### src/hdl/corr_params.svh
`ifndef CORR_PARAMS_SVH
`define CORR_PARAMS_SVH

// Array size and pairs correlated per accepted sample
`define CORR_NUM_ANT        24
`define CORR_NUM_PAIRS      12
`define CORR_PAIR_BITS      4

// Cosine and sine count width, saturates at 31
`define CORR_ACCUM_BITS     5

// Pair table, twelve 10-bit entries of {b index, a index}
// Entry 0 in the low bits, entry 11 in the high bits
// Pairs (a,b): (0,1) (0,2) (1,2) (3,4) (5,6) (7,8) (9,10)
//              (11,12) (13,14) (15,16) (17,20) (21,23)
`define CORR_PAIR_TABLE     {5'd23, 5'd21, 5'd20, 5'd17, 5'd16, 5'd15, \
                             5'd14, 5'd13, 5'd12, 5'd11, 5'd10, 5'd9,  \
                             5'd8,  5'd7,  5'd6,  5'd5,  5'd4,  5'd3,  \
                             5'd2,  5'd1,  5'd2,  5'd0,  5'd1,  5'd0}

// Samples per integration, at least 2
`define CORR_INTEG_SAMPLES  40

`endif
### src/hdl/corr_vis_pkg.sv
`default_nettype none

`include "corr_params.svh"

// ---------------------------------------------------------------------------
// Output side of the correlator, finished visibilities
// ---------------------------------------------------------------------------
package corr_vis_pkg;

   // Visibility of one pair over one integration
   // Flags are sticky once a count hits its maximum
   typedef struct packed {
      logic [`CORR_PAIR_BITS-1:0]  pair;
      logic [`CORR_ACCUM_BITS-1:0] cos_cnt;
      logic [`CORR_ACCUM_BITS-1:0] sin_cnt;
      logic                        ovf_cos;
      logic                        ovf_sin;
   } corr_vis_t;

   // Buffer collects results, then streams them out
   typedef enum logic {
      UNL_FILL  = 1'b0,
      UNL_DRAIN = 1'b1
   } unloader_state_e;

endpackage

`default_nettype wire

### src/hdl/corr_sample_pkg.sv
`default_nettype none

`include "corr_params.svh"

// ---------------------------------------------------------------------------
// Input side of the correlator, antenna samples and pair operations
// ---------------------------------------------------------------------------
package corr_sample_pkg;

   // One-bit quadrature sample of every antenna
   typedef struct packed {
      logic [`CORR_NUM_ANT-1:0] re;
      logic [`CORR_NUM_ANT-1:0] im;
   } corr_sample_t;

   // Position of a sample within its integration
   typedef enum logic [1:0] {
      OP_FIRST = 2'd0,
      OP_ACCUM = 2'd1,
      OP_LAST  = 2'd2
   } corr_op_e;

   // One pair of one sample, as handed to the accumulator
   typedef struct packed {
      logic [`CORR_PAIR_BITS-1:0] pair;
      corr_op_e                   op;
      logic                       ar;
      logic                       br;
      logic                       bi;
   } corr_pair_op_t;

   typedef enum logic {
      DEC_IDLE = 1'b0,
      DEC_STEP = 1'b1
   } decoder_state_e;

endpackage

`default_nettype wire

### src/hdl/correlator_top.sv
`timescale 1ns/1ps
`default_nettype none

`include "corr_params.svh"

module correlator_top
   import corr_sample_pkg::*;
   import corr_vis_pkg::*;
#(
   parameter int integ_samples = `CORR_INTEG_SAMPLES
) (
   input  wire logic          clk_x,
   input  wire logic          rst_n,
   input  wire logic          in_valid,
   input  wire corr_sample_t  in_sample,
   input  wire logic          out_ready,
   output logic               in_ready,
   output logic               out_valid,
   output corr_vis_t          out_vis
);

   // Decoder to accumulator, always accepted
   logic           op_valid;
   corr_pair_op_t  op;

   // Accumulator to unloader, closing sample only
   logic           res_valid;
   corr_vis_t      res;

   // Unloader holds off the next closing sample
   logic           unl_busy;

   // ------------------------------------------------------------------------
   // Sample to pair operations
   // ------------------------------------------------------------------------
   pair_decoder #(
      .integ_samples (integ_samples)
   ) u_pair_decoder (
      .clk_x     (clk_x),
      .rst_n     (rst_n),
      .in_valid  (in_valid),
      .in_sample (in_sample),
      .unl_busy  (unl_busy),
      .in_ready  (in_ready),
      .op_valid  (op_valid),
      .op        (op)
   );

   // Read-add-write over the pair accumulators
   cos_sin_accumulator u_cos_sin_accumulator (
      .clk_x     (clk_x),
      .rst_n     (rst_n),
      .op_valid  (op_valid),
      .op        (op),
      .res_valid (res_valid),
      .res       (res)
   );

   // Output buffer and stream
   visibility_unloader u_visibility_unloader (
      .clk_x     (clk_x),
      .rst_n     (rst_n),
      .res_valid (res_valid),
      .res       (res),
      .out_ready (out_ready),
      .out_valid (out_valid),
      .out_vis   (out_vis),
      .unl_busy  (unl_busy)
   );

endmodule

`default_nettype wire

### src/hdl/visibility_unloader.sv
`timescale 1ns/1ps
`default_nettype none

`include "corr_params.svh"

module visibility_unloader
   import corr_vis_pkg::*;
(
   input  wire logic       clk_x,
   input  wire logic       rst_n,
   input  wire logic       res_valid,
   input  wire corr_vis_t  res,
   input  wire logic       out_ready,
   output logic            out_valid,
   output corr_vis_t       out_vis,
   output logic            unl_busy
);

   localparam int PB = `CORR_PAIR_BITS;
   localparam int NP = `CORR_NUM_PAIRS;

   localparam logic [PB-1:0] LAST_PAIR = PB'(NP - 1);

   corr_vis_t        vis_buf [0:NP-1];
   unloader_state_e  state;
   logic [PB-1:0]    rd_ptr;
   logic             xfer;
   logic             fill_done;

   // ------------------------------------------------------------------------
   // Result buffer, written by pair index
   // ------------------------------------------------------------------------
   always_ff @(posedge clk_x) begin
      if (res_valid)
         vis_buf[res.pair] <= res;
   end

   // Last pair written, drain starts next cycle
   assign fill_done = res_valid && (res.pair == LAST_PAIR);

   // Handshake on the output stream
   assign xfer = out_valid && out_ready;

   // ------------------------------------------------------------------------
   // Fill and drain control
   // ------------------------------------------------------------------------
   always_ff @(posedge clk_x or negedge rst_n) begin
      if (!rst_n) begin
         state    <= UNL_FILL;
         rd_ptr   <= '0;
         unl_busy <= 1'b0;
      end else begin
         case (state)
            UNL_FILL: begin
               // Busy from the first write of an integration
               if (res_valid)
                  unl_busy <= 1'b1;
               if (fill_done) begin
                  state  <= UNL_DRAIN;
                  rd_ptr <= '0;
               end
            end
            UNL_DRAIN: begin
               if (xfer) begin
                  if (rd_ptr == LAST_PAIR) begin
                     // All entries gone, release the decoder
                     state    <= UNL_FILL;
                     unl_busy <= 1'b0;
                  end else begin
                     rd_ptr <= rd_ptr + 1'b1;
                  end
               end
            end
            default: state <= UNL_FILL;
         endcase
      end
   end

   // Entry held steady until accepted
   assign out_valid = (state == UNL_DRAIN);
   assign out_vis   = vis_buf[rd_ptr];

endmodule

`default_nettype wire

### src/hdl/cos_sin_accumulator.sv
`timescale 1ns/1ps
`default_nettype none

`include "corr_params.svh"

module cos_sin_accumulator
   import corr_sample_pkg::*;
   import corr_vis_pkg::*;
(
   input  wire logic           clk_x,
   input  wire logic           rst_n,
   input  wire logic           op_valid,
   input  wire corr_pair_op_t  op,
   output logic                res_valid,
   output corr_vis_t           res
);

   localparam int ACC = `CORR_ACCUM_BITS;
   localparam int NP  = `CORR_NUM_PAIRS;

   localparam logic [ACC-1:0] ACC_MAX = {ACC{1'b1}};

   // Stored state per pair
   typedef struct packed {
      logic [ACC-1:0] cos_cnt;
      logic [ACC-1:0] sin_cnt;
      logic           ovf_cos;
      logic           ovf_sin;
   } acc_entry_t;

   acc_entry_t     acc_mem [0:NP-1];

   logic           s1_valid;
   corr_pair_op_t  s1_op;
   acc_entry_t     s1_entry;
   acc_entry_t     base;
   acc_entry_t     upd;
   logic           hit_cos;
   logic           hit_sin;

   // Saturating increment, result is {overflow, count}
   function automatic logic [ACC:0] sat_inc(input logic [ACC-1:0] cnt,
                                            input logic           ovf,
                                            input logic           hit);
      logic [ACC-1:0] cnt_new;
      logic           ovf_new;
      cnt_new = cnt;
      ovf_new = ovf;
      if (hit) begin
         // Hold at maximum, flag stays set
         if (cnt == ACC_MAX)
            ovf_new = 1'b1;
         else
            cnt_new = cnt + 1'b1;
      end
      return {ovf_new, cnt_new};
   endfunction

   // ------------------------------------------------------------------------
   // Stage 1, read the stored counts of the pair
   // ------------------------------------------------------------------------
   always_ff @(posedge clk_x) begin
      if (op_valid) begin
         s1_op    <= op;
         s1_entry <= acc_mem[op.pair];
      end
   end

   // ------------------------------------------------------------------------
   // Stage 2, compare, add and write back
   // ------------------------------------------------------------------------
   // First sample of an integration starts from zero
   assign base = (s1_op.op == OP_FIRST) ? '0 : s1_entry;

   // Cosine when both real bits agree
   // Sine when real of a agrees with imaginary of b
   assign hit_cos = (s1_op.ar == s1_op.br);
   assign hit_sin = (s1_op.ar == s1_op.bi);

   always_comb begin
      {upd.ovf_cos, upd.cos_cnt} = sat_inc(base.cos_cnt, base.ovf_cos, hit_cos);
      {upd.ovf_sin, upd.sin_cnt} = sat_inc(base.sin_cnt, base.ovf_sin, hit_sin);
   end

   always_ff @(posedge clk_x) begin
      if (s1_valid)
         acc_mem[s1_op.pair] <= upd;
   end

   // Finished visibility, only on the closing sample
   always_ff @(posedge clk_x) begin
      if (s1_valid && s1_op.op == OP_LAST) begin
         res.pair    <= s1_op.pair;
         res.cos_cnt <= upd.cos_cnt;
         res.sin_cnt <= upd.sin_cnt;
         res.ovf_cos <= upd.ovf_cos;
         res.ovf_sin <= upd.ovf_sin;
      end
   end

   // Valid pipeline
   always_ff @(posedge clk_x or negedge rst_n) begin
      if (!rst_n) begin
         s1_valid  <= 1'b0;
         res_valid <= 1'b0;
      end else begin
         s1_valid  <= op_valid;
         res_valid <= s1_valid && (s1_op.op == OP_LAST);
      end
   end

endmodule

`default_nettype wire

### src/hdl/pair_decoder.sv
`timescale 1ns/1ps
`default_nettype none

`include "corr_params.svh"

module pair_decoder
   import corr_sample_pkg::*;
#(
   parameter int integ_samples = `CORR_INTEG_SAMPLES
) (
   input  wire logic          clk_x,
   input  wire logic          rst_n,
   input  wire logic          in_valid,
   input  wire corr_sample_t  in_sample,
   input  wire logic          unl_busy,
   output logic               in_ready,
   output logic               op_valid,
   output corr_pair_op_t      op
);

   localparam int PB        = `CORR_PAIR_BITS;
   localparam int NP        = `CORR_NUM_PAIRS;
   localparam int SAMP_BITS = $clog2(integ_samples);

   localparam logic [PB-1:0]        LAST_PAIR  = PB'(NP - 1);
   localparam logic [SAMP_BITS-1:0] LAST_SAMP  = SAMP_BITS'(integ_samples - 1);
   localparam logic [NP*10-1:0]     PAIR_TABLE = `CORR_PAIR_TABLE;

   decoder_state_e         state, nxt_state;
   logic [PB-1:0]          pair_cnt, nxt_cnt;
   logic [SAMP_BITS-1:0]   samp_cnt, nxt_samp;
   corr_op_e               op_kind, nxt_kind;
   corr_sample_t           sample_q;
   logic                   accept;
   logic                   ready_nxt;
   logic [9:0]             entry;
   logic [4:0]             a_idx;
   logic [4:0]             b_idx;

   assign accept = in_valid & in_ready;

   // ------------------------------------------------------------------------
   // Sequencing of pairs and samples
   // ------------------------------------------------------------------------
   always_comb begin
      nxt_state = state;
      nxt_cnt   = pair_cnt;
      nxt_samp  = samp_cnt;
      nxt_kind  = op_kind;
      if (accept) begin
         // New sample, restart at pair 0
         nxt_state = DEC_STEP;
         nxt_cnt   = '0;
         nxt_samp  = (samp_cnt == LAST_SAMP) ? '0 : samp_cnt + 1'b1;
         // Kind follows the sample's place in the integration
         if (samp_cnt == '0)
            nxt_kind = OP_FIRST;
         else if (samp_cnt == LAST_SAMP)
            nxt_kind = OP_LAST;
         else
            nxt_kind = OP_ACCUM;
      end else if (state == DEC_STEP) begin
         if (pair_cnt == LAST_PAIR)
            nxt_state = DEC_IDLE;
         else
            nxt_cnt = pair_cnt + 1'b1;
      end
   end

   // Ready while idle or on the final pair
   // Closing sample waits until the previous results have drained
   assign ready_nxt = (nxt_state == DEC_IDLE || nxt_cnt == LAST_PAIR) &&
                      !(nxt_samp == LAST_SAMP && unl_busy);

   always_ff @(posedge clk_x or negedge rst_n) begin
      if (!rst_n) begin
         state    <= DEC_IDLE;
         pair_cnt <= '0;
         samp_cnt <= '0;
         op_kind  <= OP_FIRST;
         in_ready <= 1'b0;
      end else begin
         state    <= nxt_state;
         pair_cnt <= nxt_cnt;
         samp_cnt <= nxt_samp;
         op_kind  <= nxt_kind;
         in_ready <= ready_nxt;
      end
   end

   // Held sample, stays until the next acceptance
   always_ff @(posedge clk_x) begin
      if (accept)
         sample_q <= in_sample;
   end

   // ------------------------------------------------------------------------
   // Pair table lookup and bit selection
   // ------------------------------------------------------------------------
   assign entry = PAIR_TABLE[pair_cnt*10 +: 10];
   assign a_idx = entry[4:0];
   assign b_idx = entry[9:5];

   assign op_valid = (state == DEC_STEP);

   always_comb begin
      op.pair = pair_cnt;
      op.op   = op_kind;
      op.ar   = sample_q.re[a_idx];
      op.br   = sample_q.re[b_idx];
      op.bi   = sample_q.im[b_idx];
   end

endmodule

`default_nettype wire

### config.mk
export PLATFORM = sky130hd
export DESIGN_NAME = correlator_top
export DESIGN_NICKNAME = d
export VERILOG_FILES = /design/src/hdl/corr_vis_pkg.sv /design/src/hdl/corr_sample_pkg.sv /design/src/hdl/correlator_top.sv /design/src/hdl/visibility_unloader.sv /design/src/hdl/cos_sin_accumulator.sv /design/src/hdl/pair_decoder.sv
export VERILOG_INCLUDE_DIRS = /design/src /design/src/hdl
export SDC_FILE = /design/constraint.sdc
export NUM_CORES = 1
export LEC_CHECK = 0
export BUFFER_PORTS_ARGS = -buffer_cell sky130_fd_sc_hd__buf_2
export CELL_PAD_IN_SITES_DETAIL_PLACEMENT = 0
export CELL_PAD_IN_SITES_GLOBAL_PLACEMENT = 1
export CORE_ASPECT_RATIO = 1.4
export CORE_MARGIN = 3
export CORE_UTILIZATION = 58
export DETAILED_ROUTE_END_ITERATION = 6
export GPL_TIMING_DRIVEN = 1
export PLACE_DENSITY_LB_ADDON = 0.1
export SLEW_MARGIN = 15
export SYNTH_ARGS = -nofsm -noshare
export SYNTH_HDL_FRONTEND = slang
export SYNTH_SLANG_ARGS = --single-unit
### constraint.sdc
create_clock -name clk_x -period 7.1 [get_ports clk_x]
set_clock_uncertainty 0.15 [all_clocks]
set_input_delay 0.355 -clock clk_x [delete_from_list [all_inputs] [get_ports clk_x]]
set_output_delay 0.355 -clock clk_x [all_outputs]
set_load 0.02 [all_outputs]
==> impl_metrics.env <==
export IMPL_status="finished, final reports clean"
export IMPL_antenna_found_initial=0
export IMPL_finalNetCount=1207
export IMPL_hold_path_class="input port to flip-flop"
export IMPL_maxSlewViolCount=0
export IMPL_ys_ff_latch=443
export IMPL_netlist_area_leader_share=0.6955
export IMPL_r2r_start="u_pair_decoder.pair_cnt[0]"
export IMPL_r2r_slack_ns=3.23
export IMPL_ios=70
export IMPL_worstMarginPinSlew_ns=1.143
export IMPL_finalHoldViolCount=0
export IMPL_min_delay_start="out_ready"
export IMPL_firstDrtPassIters=5
export IMPL_worstHoldPathCells=4
export IMPL_grt_pass1_vias=9825
export IMPL_overflow=0
export IMPL_r2r_end="u_cos_sin_accumulator.s1_op[0]"
export IMPL_cp_arrival_ns=4.01
export IMPL_cts_made_buffers=39
export IMPL_synth_yosys_seq_area_share=0.7258
export IMPL_cts_sinks=443
export IMPL_drive_gt1_frac=0.2428
export IMPL_io_buffers=69
export IMPL_synth_top_cells_by_area="edfxtp_1 (70%), mux4_2 (11%), dfrtp_1 (3.0%), mux2i_1 (2.1%), nand2_1 (1.6%)"
export IMPL_dp_hpwl_mm=22.33
export IMPL_critPathKind="flip-flop to flip-flop"
export IMPL_grt_max_degree=66
export IMPL_globalplace_congestion=0.7899
export IMPL_power_total_mw=8.844
export IMPL_die_area_um2=33530
export IMPL_syn_num_nets=1071
export IMPL_insertion_delay_ns=0.54
export IMPL_synth_common_cells="edfxtp_1 (421), mux4_2 (90), nand2_1 (79)"
export IMPL_grt_pass1_wl_mm=56.61
export IMPL_syn2layout_area_growth_pct=14.32
export IMPL_synth_area_leader_cell="edfxtp_1"
export IMPL_min_period_ns=3.866
export IMPL_die_w_um=155.6
export IMPL_cap_violations=0
export IMPL_cp_start_kind="flip-flop"
export IMPL_vias_per_cell=6.036
export IMPL_htree_num_levels=2
export IMPL_slowest_stage="ha_1"
export IMPL_setup_viol=0
export IMPL_cts_tree="yes"
export IMPL_drt_initial_drc_count=587
export IMPL_worstPathCellList="buf_4 -> inv_1 -> ha_1 -> nor3b_2 -> or2_1 -> mux2_2 -> o211ai_1 -> o211ai_1 -> o211a_1"
export IMPL_clockBufferDepth=3
export IMPL_power_density_nw_per_um2=425.6
export IMPL_grtUsageTotal=0.2200
export IMPL_final_util=0.6745
export IMPL_wirelength_mm=35.87
export IMPL_slew_headroom=0.2354
export IMPL_peakVddDrop_mv=0.2650
export IMPL_cp_max_fo=31
export IMPL_die_y_um=215.5
export IMPL_synth_flop_cell="edfxtp_1"
export IMPL_setup_tns_final_ns=0
export IMPL_power_leakage_nw=7.037
export IMPL_slowest_delay_ns=0.67
export IMPL_vias=9440
export IMPL_ant_nets=0
export IMPL_async_flop_share=0.04966
export IMPL_routedWlPerCell_um=22.93
export IMPL_yosys_warnings=0
export IMPL_cts_root_buffer="clkbuf_16"
export IMPL_required_ns=7.24
export IMPL_crit_top_cell="o211ai_1"
export IMPL_core_area_um2=30810
export IMPL_drc=0
export IMPL_yosysMostFrequentCell="edfxtp_1"
export IMPL_path_clk_slew_ns=0.07
export IMPL_max_freq_mhz=258.7
export IMPL_rsz0062_at_grt="false"
export IMPL_start_util=0.5900
export IMPL_final_period_utilization=0.5445
export IMPL_rows=76
export IMPL_synth_area_um2=18180
export IMPL_ys_types=73
export IMPL_synth_edf_count=421
export IMPL_syn_area_per_cell_um2=18.05
export IMPL_holdPathEnd="u_visibility_unloader.out_valid"
export IMPL_antennaDiodeCount=0
export IMPL_crit_path_end_kind="flip-flop"
export IMPL_syn_inst=1007
export IMPL_worst_r2r_cell_count=9
==> through the flow <==
step	area, um^2	hold WS, ns	instances	worst slack [ns]
floorplan	18180	-0.09059	1007	4.020
global placement	19010	0.2188	1443	3.349
detailed placement	19010	0.2191	1443	3.245
CTS	20770	0.08495	1564	3.231
global route	20780	0.1070	1564	2.900
finish	20780	0.1057	1564	3.234
==> power by group <==
group	total, mW	internal (mW)	leakage, nW	switching (mW)
Clock	2.09	1.17	0.613	0.913
Combinational	2.78	1.16	2.30	1.62
Sequential	3.98	3.65	4.12	0.323
Total	8.84	5.98	7.04	2.86
==> cell families (layout without fill, tap and decap cells) <==
| group | count (synthesis) | after routing | share of synthesized area |
|---|---|---|---|
| mux | 132 | 132 | 0.1349 |
| xor+xnor | 14 | 14 | 0.006746 |
| simple gates | 210 | 210 | 0.05720 |
| fa+ha+maj | 12 | 12 | 0.008260 |
| compound gates | 126 | 126 | 0.04970 |
| buf+inv | 70 | 237 | 0.01735 |
| flops | 443 | 443 | 0.7258 |
==> layout make-up <==
| cell class | count | area, um^2 |
|---|---|---|
| Clock buffer | 49 | 1055 |
| Clock inverter | 23 | 212.7 |
| Fill cell | 2091 | 10030 |
| Inverter | 19 | 71.32 |
| Multi-Input combinational cell | 494 | 4708 |
| Sequential cell | 443 | 13200 |
| Tap cell | 390 | 488.0 |
| Timing Repair Buffer | 146 | 1046 |
==> layer usage <==
layer | GRT usage | share of wire | vias to the layer above
li1 | - | - | 4317
met1 | 0.2824 | 0.40 | 4835
met2 | 0.3897 | 0.54 | 217
met3 | 0.03190 | 0.039 | 71
met4 | 0.06832 | 0.028 | 0
met5 | 0 | 0 | -
==> sequential cells by signal, summed over array words and instances (netlist names), 2 cells and up <==
register / cells
u_visibility_unloader.vis_buf: 192
u_cos_sin_accumulator.acc_mem: 144
u_pair_decoder.sample_q: 48
u_cos_sin_accumulator.res: 16
u_cos_sin_accumulator.s1_entry: 12
u_cos_sin_accumulator.s1_op: 9
u_pair_decoder.samp_cnt: 6
u_pair_decoder.pair_cnt: 4
u_visibility_unloader.rd_ptr: 4
u_pair_decoder.op_kind: 2
==> critical path: cells and delay by family (launching register included) <==
kind            cells  cell delay (ns)
mux                 1             0.41
flops               1             0.36
simple gates        2             0.92
compound gates      3             0.40
fa+ha+maj           1             0.67
buf+inv             2             0.70
==> placed cells by master (no fill, tap or decap), types with 4 or more instances in the layout <==
| master | count |
|---|---|
| o211ai_1 | 16 |
| nor2b_1 | 5 |
| dlygate4sd3_1 | 49 |
| dfrtp_1 | 19 |
| o21ai_0 | 34 |
| xnor2_1 | 10 |
| nor2_1 | 46 |
| clkbuf_1 | 7 |
| a31oi_1 | 18 |
| buf_4 | 28 |
| nand2b_1 | 9 |
| inv_1 | 15 |
| ha_1 | 12 |
| clkinv_1 | 5 |
| a21oi_1 | 7 |
| clkinv_2 | 8 |
| nor3_2 | 4 |
| clkinvlp_4 | 4 |
| and2_1 | 7 |
| mux2_2 | 4 |
| edfxtp_1 | 421 |
| nand3_1 | 7 |
| buf_2 | 69 |
| nand3b_1 | 8 |
| inv_2 | 4 |
| mux4_2 | 90 |
| nand2_1 | 79 |
| nor3_1 | 4 |
| o21a_1 | 5 |
| xor2_1 | 4 |
| clkbuf_16 | 40 |
| or2_2 | 10 |
| a311oi_1 | 4 |
| or3_1 | 5 |
| nand4_1 | 5 |
| mux2i_1 | 38 |
| a211oi_1 | 4 |
==> worst max path at each step <==
stage	depth (start not counted)	to	slack, ns	startpoint
after global placement	9	u_cos_sin_accumulator.s1_op[1]	3.35	u_pair_decoder.pair_cnt[1]
after floorplan	11	u_cos_sin_accumulator.s1_op[1]	4.02	u_pair_decoder.pair_cnt[0]
after global routing	9	u_cos_sin_accumulator.s1_op[0]	2.90	u_pair_decoder.pair_cnt[1]
final	9	u_cos_sin_accumulator.s1_op[0]	3.23	u_pair_decoder.pair_cnt[0]
after detailed placement	9	u_cos_sin_accumulator.s1_op[0]	3.25	u_pair_decoder.pair_cnt[1]
after CTS	9	u_cos_sin_accumulator.s1_op[0]	3.23	u_pair_decoder.pair_cnt[1]
==> timing repair <==
item / CTS / global route
hold buffers: 49 / 0
endpoints found under the hold margin: 70 / 0
setup buffers: 0 / 0
resized for setup: 0 / 0
(Power assumes the default switching activity.)
